**config.mk**
```make
export PLATFORM = sky130hd
export DESIGN_NAME = rv_core
export DESIGN_NICKNAME = d
export VERILOG_FILES = /design/src/hdl/rv_isa_pkg.sv /design/src/hdl/rv_pipe_pkg.sv /design/src/hdl/rv_ctrl.sv /design/src/hdl/rv_fetch.sv /design/src/hdl/rv_regfile.sv /design/src/hdl/rv_decode.sv /design/src/hdl/rv_execute.sv /design/src/hdl/rv_memory.sv /design/src/hdl/rv_core.sv
export SDC_FILE = /design/constraint.sdc
export NUM_CORES = 2
export LEC_CHECK = 0
export BUFFER_PORTS_ARGS = -buffer_cell sky130_fd_sc_hd__buf_2
export CAP_MARGIN = 40
export CORE_MARGIN = 2
export CORE_UTILIZATION = 50
export CTS_BUF_LIST = sky130_fd_sc_hd__clkbuf_16
export DETAILED_ROUTE_END_ITERATION = 6
export PLACE_DENSITY = 0.64
export SYNTH_ARGS = -nofsm -noshare
export SYNTH_HDL_FRONTEND = slang
export SYNTH_SLANG_ARGS = --single-unit
```
**constraint.sdc**
```tcl
create_clock -name i_clk -period 19.65 [get_ports i_clk]
set_input_delay 1.965 -clock i_clk [delete_from_list [all_inputs] [get_ports i_clk]]
set_output_delay 1.965 -clock i_clk [all_outputs]
set_load 0.005 [all_outputs]
```
**src/hdl/rv_isa_pkg.sv**
```systemverilog
`default_nettype none

package rv_isa_pkg;

    localparam int XLEN = 32;
    localparam logic [XLEN-1:0] RESET_PC = '0;

    // Function fields of the supported encodings.
    localparam logic [2:0] F3_ADD  = 3'b000;
    localparam logic [2:0] F3_SLT  = 3'b010;
    localparam logic [2:0] F3_XOR  = 3'b100;
    localparam logic [2:0] F3_OR   = 3'b110;
    localparam logic [2:0] F3_AND  = 3'b111;
    localparam logic [2:0] F3_WORD = 3'b010;
    localparam logic [2:0] F3_BEQ  = 3'b000;
    localparam logic [2:0] F3_BNE  = 3'b001;
    localparam logic [6:0] F7_BASE = 7'b0000000;
    localparam logic [6:0] F7_SUB  = 7'b0100000;

    typedef logic [4:0]      reg_idx_t;
    typedef logic [XLEN-1:0] word_t;

    typedef enum logic [6:0] {
        OP_REG    = 7'b0110011,
        OP_IMM    = 7'b0010011,
        OP_LOAD   = 7'b0000011,
        OP_STORE  = 7'b0100011,
        OP_BRANCH = 7'b1100011,
        OP_JAL    = 7'b1101111
    } opcode_e;

    typedef enum logic [2:0] {
        ALU_ADD,
        ALU_SUB,
        ALU_AND,
        ALU_OR,
        ALU_XOR,
        ALU_SLT,
        ALU_PASS_B
    } alu_op_e;

    typedef enum logic [1:0] {
        BR_NONE,
        BR_EQ,
        BR_NE,
        BR_JUMP
    } br_kind_e;

endpackage

`default_nettype wire

```
**src/hdl/rv_pipe_pkg.sv**
```systemverilog
`default_nettype none

package rv_pipe_pkg;

    import rv_isa_pkg::*;

    typedef struct packed {
        logic  valid;
        word_t pc;
        word_t instr;
    } fd_t;

    typedef struct packed {
        logic     valid;
        word_t    pc;
        reg_idx_t rs1;
        reg_idx_t rs2;
        reg_idx_t rd;
        word_t    op_a;
        word_t    op_b;
        word_t    imm;
        alu_op_e  alu_op;
        logic     use_imm;
        br_kind_e br;
        logic     mem_rd;
        logic     mem_wr;
        logic     reg_wr;
        logic     inst_sup;
    } de_t;

    typedef struct packed {
        logic     valid;
        word_t    pc;
        reg_idx_t rd;
        word_t    result;
        word_t    store_data;
        logic     mem_rd;
        logic     mem_wr;
        logic     reg_wr;
    } em_t;

    typedef struct packed {
        logic     valid;
        word_t    pc;
        reg_idx_t rd;
        word_t    value;
        logic     reg_wr;
    } mw_t;

    typedef struct packed {
        logic  req;
        logic  we;
        word_t addr;
        word_t wdata;
    } dmem_req_t;

    typedef struct packed {
        logic     valid;
        word_t    pc;
        reg_idx_t rd;
        word_t    value;
        logic     reg_wr;
    } retire_t;

    // Each bit acts on the input register of the named stage.
    typedef struct packed {
        logic fetch_stall;
        logic decode_stall;
        logic decode_flush;
        logic exec_stall;
        logic exec_flush;
        logic mem_stall;
    } ctrl_t;

    typedef enum logic {
        MEM_IDLE,
        MEM_WAIT
    } mem_state_e;

endpackage

`default_nettype wire

```
**src/hdl/rv_ctrl.sv**
```systemverilog
`timescale 1ns/1ns
`default_nettype none

module rv_ctrl
    import rv_isa_pkg::*;
    import rv_pipe_pkg::*;
(
    input  wire           i_clk,
    input  wire           i_rst_n,
    input  wire           i_pc_change,
    input  wire           i_mem_ready,
    input  wire           i_dec_inst_sup,
    input  wire reg_idx_t i_dec_rs1,
    input  wire reg_idx_t i_dec_rs2,
    input  wire           i_ex_mem_rd,
    input  wire reg_idx_t i_ex_rd,
    output ctrl_t         o_ctrl,
    output logic          o_inv_inst
);

    logic       load_use;
    logic       decode_stall;
    logic       global_flush;
    logic [1:0] inst_sup_q;

    always_comb
    begin
        load_use = i_ex_mem_rd && (i_ex_rd != '0) &&
                   ((i_ex_rd == i_dec_rs1) || (i_ex_rd == i_dec_rs2));
        decode_stall = load_use || !i_mem_ready;
        // A redirect is only taken once the branch can leave execute.
        global_flush = !i_rst_n || (i_pc_change && i_mem_ready);
    end

    always_comb
    begin
        o_ctrl.fetch_stall  = decode_stall;
        o_ctrl.decode_stall = decode_stall;
        o_ctrl.decode_flush = global_flush;
        o_ctrl.exec_stall   = !i_mem_ready;
        o_ctrl.exec_flush   = global_flush || (decode_stall && i_mem_ready);
        o_ctrl.mem_stall    = !i_mem_ready;
    end

    // Supported flags of the instructions in decode and in execute.
    always_ff @(posedge i_clk)
    begin
        if (global_flush)
            inst_sup_q <= 2'b11;
        else if (!decode_stall)
            inst_sup_q <= {inst_sup_q[0], i_dec_inst_sup};
    end

    assign o_inv_inst = !inst_sup_q[1];

endmodule

`default_nettype wire

```
**src/hdl/rv_fetch.sv**
```systemverilog
`timescale 1ns/1ns
`default_nettype none

module rv_fetch
    import rv_isa_pkg::*;
    import rv_pipe_pkg::*;
(
    input  wire        i_clk,
    input  wire        i_rst_n,
    input  wire ctrl_t i_ctrl,
    input  wire        i_pc_change,
    input  wire word_t i_target,
    output word_t      o_imem_addr,
    input  wire word_t i_imem_data,
    output fd_t        o_fd
);

    word_t pc_q;
    fd_t   fd_q;

    always_ff @(posedge i_clk)
    begin
        if (!i_rst_n)
            pc_q <= RESET_PC;
        else if (!i_ctrl.fetch_stall)
            pc_q <= i_pc_change ? i_target : pc_q + XLEN'(4);
    end

    always_ff @(posedge i_clk)
    begin
        if (i_ctrl.decode_flush)
            fd_q.valid <= 1'b0;
        else if (!i_ctrl.decode_stall)
        begin
            fd_q.valid <= 1'b1;
            fd_q.pc    <= pc_q;
            fd_q.instr <= i_imem_data;
        end
    end

    assign o_imem_addr = pc_q;
    assign o_fd        = fd_q;

endmodule

`default_nettype wire

```
**src/hdl/rv_regfile.sv**
```systemverilog
`timescale 1ns/1ns
`default_nettype none

module rv_regfile
    import rv_isa_pkg::*;
(
    input  wire           i_clk,
    input  wire           i_rst_n,
    input  wire reg_idx_t i_ra,
    input  wire reg_idx_t i_rb,
    output word_t         o_da,
    output word_t         o_db,
    input  wire           i_we,
    input  wire reg_idx_t i_wa,
    input  wire word_t    i_wd
);

    word_t regs [1:31];

    always_ff @(posedge i_clk)
    begin
        if (!i_rst_n)
        begin
            for (int i = 1; i < 32; i++)
                regs[i] <= '0;
        end
        else if (i_we && (i_wa != '0))
            regs[i_wa] <= i_wd;
    end

    assign o_da = (i_ra == '0) ? '0 : regs[i_ra];
    assign o_db = (i_rb == '0) ? '0 : regs[i_rb];

endmodule

`default_nettype wire

```
**src/hdl/rv_decode.sv**
```systemverilog
`timescale 1ns/1ns
`default_nettype none

module rv_decode
    import rv_isa_pkg::*;
    import rv_pipe_pkg::*;
(
    input  wire        i_clk,
    input  wire        i_rst_n,
    input  wire ctrl_t i_ctrl,
    input  wire fd_t   i_fd,
    input  wire mw_t   i_wb,
    output reg_idx_t   o_rs1,
    output reg_idx_t   o_rs2,
    output logic       o_inst_sup,
    output de_t        o_de
);

    word_t      instr;
    logic [2:0] funct3;
    logic [6:0] funct7;
    logic       sup;
    logic       use_rs1;
    logic       use_rs2;
    reg_idx_t   rs1;
    reg_idx_t   rs2;
    word_t      rf_a;
    word_t      rf_b;
    word_t      val_a;
    word_t      val_b;
    logic       wb_wr;
    de_t        dec;
    de_t        de_d;
    de_t        de_q;

    assign instr  = i_fd.instr;
    assign funct3 = instr[14:12];
    assign funct7 = instr[31:25];

    always_comb
    begin
        dec     = '0;
        sup     = 1'b0;
        use_rs1 = 1'b0;
        use_rs2 = 1'b0;
        case (instr[6:0])
            OP_REG:
            begin
                use_rs1    = 1'b1;
                use_rs2    = 1'b1;
                dec.reg_wr = 1'b1;
                sup        = 1'b1;
                case ({funct7, funct3})
                    {F7_BASE, F3_ADD}: dec.alu_op = ALU_ADD;
                    {F7_SUB, F3_ADD}:  dec.alu_op = ALU_SUB;
                    {F7_BASE, F3_SLT}: dec.alu_op = ALU_SLT;
                    {F7_BASE, F3_XOR}: dec.alu_op = ALU_XOR;
                    {F7_BASE, F3_OR}:  dec.alu_op = ALU_OR;
                    {F7_BASE, F3_AND}: dec.alu_op = ALU_AND;
                    default:           sup = 1'b0;
                endcase
            end
            OP_IMM, OP_LOAD:
            begin
                use_rs1     = 1'b1;
                dec.use_imm = 1'b1;
                dec.reg_wr  = 1'b1;
                dec.mem_rd  = (instr[6:0] == OP_LOAD);
                dec.imm     = {{20{instr[31]}}, instr[31:20]};
                sup         = (funct3 == (dec.mem_rd ? F3_WORD : F3_ADD));
            end
            OP_STORE:
            begin
                use_rs1     = 1'b1;
                use_rs2     = 1'b1;
                dec.use_imm = 1'b1;
                dec.mem_wr  = 1'b1;
                dec.imm     = {{20{instr[31]}}, instr[31:25], instr[11:7]};
                sup         = (funct3 == F3_WORD);
            end
            OP_BRANCH:
            begin
                use_rs1    = 1'b1;
                use_rs2    = 1'b1;
                dec.alu_op = ALU_SUB;
                dec.br     = (funct3 == F3_BNE) ? BR_NE : BR_EQ;
                dec.imm    = {{19{instr[31]}}, instr[31], instr[7],
                              instr[30:25], instr[11:8], 1'b0};
                sup        = (funct3 == F3_BEQ) || (funct3 == F3_BNE);
            end
            OP_JAL:
            begin
                dec.alu_op = ALU_PASS_B;
                dec.br     = BR_JUMP;
                dec.reg_wr = 1'b1;
                dec.imm    = {{11{instr[31]}}, instr[31], instr[19:12],
                              instr[20], instr[30:21], 1'b0};
                sup        = 1'b1;
            end
            default:
            begin
                sup = 1'b0;
            end
        endcase
    end

    // Unused source fields read as x0 so they never match a producer.
    assign rs1   = (i_fd.valid && use_rs1) ? instr[19:15] : '0;
    assign rs2   = (i_fd.valid && use_rs2) ? instr[24:20] : '0;
    assign wb_wr = i_wb.valid && i_wb.reg_wr;

    rv_regfile regfile_inst (
        .i_clk   (i_clk),
        .i_rst_n (i_rst_n),
        .i_ra    (rs1),
        .i_rb    (rs2),
        .o_da    (rf_a),
        .o_db    (rf_b),
        .i_we    (wb_wr),
        .i_wa    (i_wb.rd),
        .i_wd    (i_wb.value)
    );

    assign val_a = (wb_wr && (rs1 != '0) && (i_wb.rd == rs1)) ? i_wb.value : rf_a;
    assign val_b = (wb_wr && (rs2 != '0) && (i_wb.rd == rs2)) ? i_wb.value : rf_b;

    always_comb
    begin
        de_d          = dec;
        de_d.valid    = i_fd.valid;
        de_d.pc       = i_fd.pc;
        de_d.rs1      = rs1;
        de_d.rs2      = rs2;
        de_d.rd       = instr[11:7];
        de_d.op_a     = val_a;
        // JAL carries its link value in the second operand.
        de_d.op_b     = (dec.br == BR_JUMP) ? i_fd.pc + XLEN'(4) : val_b;
        de_d.inst_sup = sup;
    end

    always_ff @(posedge i_clk)
    begin
        if (!i_rst_n || i_ctrl.exec_flush)
            de_q.valid <= 1'b0;
        else if (!i_ctrl.exec_stall)
            de_q <= de_d;
    end

    assign o_rs1      = rs1;
    assign o_rs2      = rs2;
    assign o_inst_sup = !i_fd.valid || sup;
    assign o_de       = de_q;

endmodule

`default_nettype wire

```
**src/hdl/rv_execute.sv**
```systemverilog
`timescale 1ns/1ns
`default_nettype none

module rv_execute
    import rv_isa_pkg::*;
    import rv_pipe_pkg::*;
(
    input  wire        i_clk,
    input  wire        i_rst_n,
    input  wire ctrl_t i_ctrl,
    input  wire de_t   i_de,
    input  wire em_t   i_mem_fwd,
    input  wire mw_t   i_wb_fwd,
    output reg_idx_t   o_ex_rd,
    output logic       o_ex_mem_rd,
    output logic       o_pc_change,
    output word_t      o_target,
    output em_t        o_em
);

    logic  live;
    logic  taken;
    word_t op_a;
    word_t op_b;
    word_t alu_b;
    word_t result;
    em_t   em_q;

    // The memory stage result wins over write-back. Loads in memory have no data yet.
    function automatic word_t fwd_sel(reg_idx_t rs, word_t rf_val, em_t em, mw_t mw);
        word_t v;
        v = rf_val;
        if ((rs != '0) && mw.reg_wr && (mw.rd == rs))
            v = mw.value;
        if ((rs != '0) && em.reg_wr && !em.mem_rd && (em.rd == rs))
            v = em.result;
        return v;
    endfunction

    always_comb
    begin
        live  = i_de.valid && i_de.inst_sup;
        op_a  = fwd_sel(i_de.rs1, i_de.op_a, i_mem_fwd, i_wb_fwd);
        op_b  = fwd_sel(i_de.rs2, i_de.op_b, i_mem_fwd, i_wb_fwd);
        alu_b = i_de.use_imm ? i_de.imm : op_b;
        case (i_de.alu_op)
            ALU_ADD:    result = op_a + alu_b;
            ALU_SUB:    result = op_a - alu_b;
            ALU_AND:    result = op_a & alu_b;
            ALU_OR:     result = op_a | alu_b;
            ALU_XOR:    result = op_a ^ alu_b;
            ALU_SLT:    result = XLEN'($signed(op_a) < $signed(alu_b));
            ALU_PASS_B: result = alu_b;
            default:    result = '0;
        endcase
        case (i_de.br)
            BR_EQ:   taken = (op_a == op_b);
            BR_NE:   taken = (op_a != op_b);
            BR_JUMP: taken = 1'b1;
            default: taken = 1'b0;
        endcase
    end

    always_ff @(posedge i_clk)
    begin
        if (!i_rst_n)
        begin
            em_q.valid  <= 1'b0;
            em_q.mem_rd <= 1'b0;
            em_q.mem_wr <= 1'b0;
            em_q.reg_wr <= 1'b0;
        end
        else if (!i_ctrl.mem_stall)
        begin
            em_q.valid      <= live;
            em_q.pc         <= i_de.pc;
            em_q.rd         <= i_de.rd;
            em_q.result     <= result;
            em_q.store_data <= op_b;
            em_q.mem_rd     <= live && i_de.mem_rd;
            em_q.mem_wr     <= live && i_de.mem_wr;
            em_q.reg_wr     <= live && i_de.reg_wr;
        end
    end

    assign o_ex_rd     = i_de.rd;
    assign o_ex_mem_rd = live && i_de.mem_rd;
    assign o_pc_change = live && taken;
    assign o_target    = i_de.pc + i_de.imm;
    assign o_em        = em_q;

endmodule

`default_nettype wire

```
**src/hdl/rv_memory.sv**
```systemverilog
`timescale 1ns/1ns
`default_nettype none

module rv_memory
    import rv_isa_pkg::*;
    import rv_pipe_pkg::*;
(
    input  wire        i_clk,
    input  wire        i_rst_n,
    input  wire em_t   i_em,
    output dmem_req_t  o_dmem,
    input  wire        i_dmem_ack,
    input  wire word_t i_dmem_rdata,
    output logic       o_mem_ready,
    output mw_t        o_mw
);

    mem_state_e state_q;
    mem_state_e state_d;
    logic       access;
    logic       req;
    mw_t        mw_q;

    always_comb
    begin
        access  = i_em.valid && (i_em.mem_rd || i_em.mem_wr);
        req     = access || (state_q == MEM_WAIT);
        state_d = state_q;
        case (state_q)
            MEM_IDLE: if (access && !i_dmem_ack) state_d = MEM_WAIT;
            MEM_WAIT: if (i_dmem_ack) state_d = MEM_IDLE;
            default:  state_d = MEM_IDLE;
        endcase
    end

    always_ff @(posedge i_clk)
    begin
        if (!i_rst_n)
            state_q <= MEM_IDLE;
        else
            state_q <= state_d;
    end

    assign o_mem_ready  = !req || i_dmem_ack;
    assign o_dmem.req   = req;
    assign o_dmem.we    = i_em.mem_wr;
    assign o_dmem.addr  = i_em.result;
    assign o_dmem.wdata = i_em.store_data;

    // While waiting only valid drops. The rest stays visible to execute forwarding.
    always_ff @(posedge i_clk)
    begin
        if (!i_rst_n)
        begin
            mw_q.valid  <= 1'b0;
            mw_q.reg_wr <= 1'b0;
        end
        else if (o_mem_ready)
        begin
            mw_q.valid  <= i_em.valid;
            mw_q.pc     <= i_em.pc;
            mw_q.rd     <= i_em.rd;
            mw_q.value  <= i_em.mem_rd ? i_dmem_rdata : i_em.result;
            mw_q.reg_wr <= i_em.reg_wr;
        end
        else
            mw_q.valid <= 1'b0;
    end

    assign o_mw = mw_q;

endmodule

`default_nettype wire

```
**src/hdl/rv_core.sv**
```systemverilog
`timescale 1ns/1ns
`default_nettype none

module rv_core
    import rv_isa_pkg::*;
    import rv_pipe_pkg::*;
(
    input  wire        i_clk,
    input  wire        i_rst_n,
    output word_t      o_imem_addr,
    input  wire word_t i_imem_data,
    output dmem_req_t  o_dmem,
    input  wire        i_dmem_ack,
    input  wire word_t i_dmem_rdata,
    output retire_t    o_retire,
    output logic       o_inv_inst
);

    ctrl_t    ctrl;
    fd_t      fd;
    de_t      de;
    em_t      em;
    mw_t      mw;
    logic     pc_change;
    word_t    target;
    reg_idx_t dec_rs1;
    reg_idx_t dec_rs2;
    logic     dec_inst_sup;
    reg_idx_t ex_rd;
    logic     ex_mem_rd;
    logic     mem_ready;

    rv_ctrl ctrl_inst (
        .i_clk(i_clk), .i_rst_n(i_rst_n), .i_pc_change(pc_change),
        .i_mem_ready(mem_ready), .i_dec_inst_sup(dec_inst_sup),
        .i_dec_rs1(dec_rs1), .i_dec_rs2(dec_rs2), .i_ex_mem_rd(ex_mem_rd),
        .i_ex_rd(ex_rd), .o_ctrl(ctrl), .o_inv_inst(o_inv_inst)
    );

    rv_fetch fetch_inst (
        .i_clk(i_clk), .i_rst_n(i_rst_n), .i_ctrl(ctrl), .i_pc_change(pc_change),
        .i_target(target), .o_imem_addr(o_imem_addr), .i_imem_data(i_imem_data),
        .o_fd(fd)
    );

    rv_decode decode_inst (
        .i_clk(i_clk), .i_rst_n(i_rst_n), .i_ctrl(ctrl), .i_fd(fd), .i_wb(mw),
        .o_rs1(dec_rs1), .o_rs2(dec_rs2), .o_inst_sup(dec_inst_sup), .o_de(de)
    );

    rv_execute execute_inst (
        .i_clk(i_clk), .i_rst_n(i_rst_n), .i_ctrl(ctrl), .i_de(de),
        .i_mem_fwd(em), .i_wb_fwd(mw), .o_ex_rd(ex_rd), .o_ex_mem_rd(ex_mem_rd),
        .o_pc_change(pc_change), .o_target(target), .o_em(em)
    );

    rv_memory memory_inst (
        .i_clk(i_clk), .i_rst_n(i_rst_n), .i_em(em), .o_dmem(o_dmem),
        .i_dmem_ack(i_dmem_ack), .i_dmem_rdata(i_dmem_rdata),
        .o_mem_ready(mem_ready), .o_mw(mw)
    );

    assign o_retire.valid  = mw.valid;
    assign o_retire.pc     = mw.pc;
    assign o_retire.rd     = mw.rd;
    assign o_retire.value  = mw.value;
    assign o_retire.reg_wr = mw.reg_wr;

endmodule

`default_nettype wire

```
==> flow_summary.ini <==
[synthesis]
synth-compound-area-share_pct = 15.57
synthMuxAreaShare_pct = 6.492
synth_cells = 7941
netlist.top_cell.by_area = edfxtp_1
yosys.area_share.xor_xnor_pct = 1.605
synth_simple_gate_area_share_pct = 17.43
synth.most_common_cell = edfxtp_1
synth-edff-count = 1400
synthTopCellsByArea = edfxtp_1, and2_1, mux2i_1
syn_avg_cell_area_um2 = 10.38
synth_cell_types = 81
yosys.area.top_type_share_pct = 51.01
yosysWarnings = 0
synthAdderAreaFrac_pct = 2.183
synth_common_cells = edfxtp_1, and2_1, nand2_1, clkbuf_1, nor2_1
synth_area_um2 = 82410
synth_flop_cell = edfxtp_1
ys_seq_area_share_pct = 52.06
synth_seq_cells = 1443
async_flop_share_pct = 0
synth_top_family_by_area = simple AND/OR/NAND/NOR gates

[run]
cap_violations = 0

[clock_network]
cts_tree = yes
clkSinkCount = 1443
cts_hold_buf = 0
clk_latency_ns = 0.84
root_buffer = clkbuf_16
h-tree-depth = 4
cts_resized = 0
clk_pin_slew_ns = 0.06
cts_setup_buffers = 0
cts_inserted_buffers = 162
clockBufferDepth = 3

[die]
dieArea_um2 = 168100
core-area_um2 = 163100
dieWidth_um = 410.0
die_h_um = 410.0
ios = 237
start_util_pct = 50.51
rows = 148

[cells_and_area]
drive_gt1_share_pct = 11.67
fillers = 13820
syn2layout_area_growth_pct = 10.87
fin_nets = 8017

[timing]
maxSlewViolCount = 0
max_freq_mhz = 131.1
skew_ns = 0.03582
slew_headroom_pct = 26.75
whs_ns = 0.4144
finalCritPeriodShare_pct = 38.81
tightest_slew_ns = 1.099
setup-tns-final_ns = 0
hold_viol_final = 0
setup_violations = 0
rsz0062_at_grt = false
period_needed_ns = 7.626

[power_and_ir_drop]
p_leak_nw = 33.60
p_per_area_nw_per_um2 = 81.32
ir_worst_vdd_mv = 0.09607

[drt]
route.detailed.drc = 2
ant_nets = 0
drt-initial-drc-count = 11170
routed_wl_um = 343900
wire_per_inst_um = 33.98
drt-vias-per-instance = 6.903
drt-pass1-iter-count = 7
vias = 69860

[status]
status = finished, violations left
violations = DRC

[placement]
port_buffers = 236
hpwlAfterDp_um = 208000
gp_congestion = 0.9824

[worst_setup_path]
path_max_fanout = 75
start_kind = flop
required_ns = 20.09
rr_startpoint = decode_inst.o_de[116]$_DFFE_PP_
worstPathArrival_ns = 8.07
worstSetupPathType = flop to flop
r2r_setup_slack_ns = 12.02
rr_worst_depth = 16
timing.critical_path.from = decode_inst.o_de[116]$_DFFE_PP_
endpoint = decode_inst.o_de[82]$_DFFE_PP_
setup.worst_path.end_class = flop
r2r-end = decode_inst.o_de[82]$_DFFE_PP_

[global_route]
grt_pass1_wl_um = 480400
grt_overflow = 0
grt_antenna_before_repair = 30
track_usage_pct = 39.86
grt_max_degree = 141
grt_pass1_vias = 65150

[hold_path]
hold_class = flop to flop
[logic make-up after synthesis]
group,Yosys count
buf+inv,935
flops,1443
compound gates,1872
fa+ha+maj,142
mux,521
simple gates,2876
other cells,1
xor+xnor,151
[where the power goes]
| part | leakage, nW | switching (W) | total [W] | internal [W] |
|---|---|---|---|---|
| clock network | 2.66 | 0.00131 | 0.00302 | 0.00171 |
| registers | 14.7 | 0.000115 | 0.00362 | 0.00351 |
| logic | 16.3 | 0.000554 | 0.000793 | 0.000238 |
| total | 33.6 | 0.00198 | 0.00743 | 0.00545 |
[how the worst min path moves through the flow]
stage                     slack (ns)                             end                        startpoint  depth (start not counted)
after floorplan                 0.40  memory_inst.o_mw[38]$_DFFE_PP_   execute_inst.o_em[72]$_DFFE_PP_                          0
after global placement          0.40  memory_inst.o_mw[55]$_DFFE_PP_   execute_inst.o_em[89]$_DFFE_PP_                          0
after detailed placement        0.41  memory_inst.o_mw[47]$_DFFE_PP_   execute_inst.o_em[81]$_DFFE_PP_                          0
after CTS                       0.41  memory_inst.o_mw[38]$_DFFE_PP_   execute_inst.o_em[72]$_DFFE_PP_                          0
after global routing            0.42  memory_inst.o_mw[66]$_DFFE_PP_  execute_inst.o_em[100]$_DFFE_PP_                          0
final                           0.41  memory_inst.o_mw[38]$_DFFE_PP_   execute_inst.o_em[72]$_DFFE_PP_                          0
[metrics by stage]
step | area, µm² | total power [W] | instances | worst slack (ns) | utilization, %
2_1_floorplan | 82530 | 0.004094 | 7972 | 9.654 | -
3_3_place_gp | 85410 | 0.004411 | 9773 | 12.15 | 52.35
3_5_place_dp | 86120 | 0.004435 | 9810 | 12.41 | 52.79
4_1_cts | 91240 | 0.007393 | 10090 | 12.36 | 55.93
5_1_grt | 91330 | 0.007589 | 10100 | 11.79 | 55.98
6_report | 91370 | 0.007430 | 10120 | 12.02 | 56.01
[layout make-up]
cell class / instances / area (µm²) / area share, %
sequential: 1443 / 42900 / 46.96
multi-input combinational: 5594 / 36540 / 39.99
clock buffer: 169 / 4229 / 4.629
timing repair buffer: 475 / 3511 / 3.843
tap: 2175 / 2721 / 2.978
clock inverter: 115 / 899.6 / 0.9846
inverter: 132 / 523.0 / 0.5724
antenna: 17 / 42.54 / 0.04656
[routing by layer]
metal,vias to the layer above,part of all wire (%),track usage [%]
met5,-,0.018,0
met4,10,7.0,24.92
met3,1203,14,11.70
met2,5601,42,56.63
met1,34030,37,53.37
li1,29010,-,-
[flip-flops by register name (all words and copies together) (netlist names)]
signal                         cells
ctrl_inst.inst_sup_q               2
decode_inst.o_de                 143
decode_inst.regfile_inst.regs   1024
execute_inst.o_em                105
fetch_inst.o_fd                   65
fetch_inst.o_imem_addr            32
memory_inst.o_mw                  71
memory_inst.state_q                1
[cell usage in the layout (no fill, tap or decap), drive strengths merged, types with 17 or more instances in the layout]
cell / synthesis / layout
a211oi: 119 / 119
a21o: 44 / 44
a21oi: 427 / 427
a221o: 82 / 82
a221oi: 327 / 327
a22oi: 22 / 22
a311oi: 57 / 57
a31oi: 43 / 43
and2: 999 / 999
and3: 68 / 68
buf: 159 / 474
clkbuf: 644 / 169
clkinv: 5 / 61
conb: 1 / 32
dfxtp: 43 / 43
diode: 0 / 17
edfxtp: 1400 / 1400
ha: 139 / 139
inv: 127 / 170
mux2: 105 / 105
mux2i: 416 / 416
nand2: 692 / 692
nand3: 263 / 263
nand4: 22 / 22
nor2: 583 / 583
nor2b: 19 / 19
nor3: 150 / 150
o211ai: 39 / 39
o21a: 29 / 29
o21ai: 343 / 343
o21bai: 27 / 27
o221ai: 30 / 30
o22ai: 145 / 145
o311ai: 45 / 45
o31ai: 32 / 32
or3: 17 / 17
xnor2: 113 / 113
xor2: 38 / 38
[worst max-delay path, cell delays in order (launching register included)]
cell and delay [ns]:
edfxtp_1 0.46, or4_4 0.61, o211ai_2 0.36, or2_2 0.19, buf_4 0.52, a31oi_1 0.37
xor2_1 0.25, nor4_1 0.73, nand4_1 0.21, nor3_1 0.30, nand4_1 0.33, mux2_4 0.79
nand2_1 0.38, nor2_4 0.16, buf_4 0.25, buf_16 0.33, buf_4 0.75
Power figures use the tool's default switching activity.
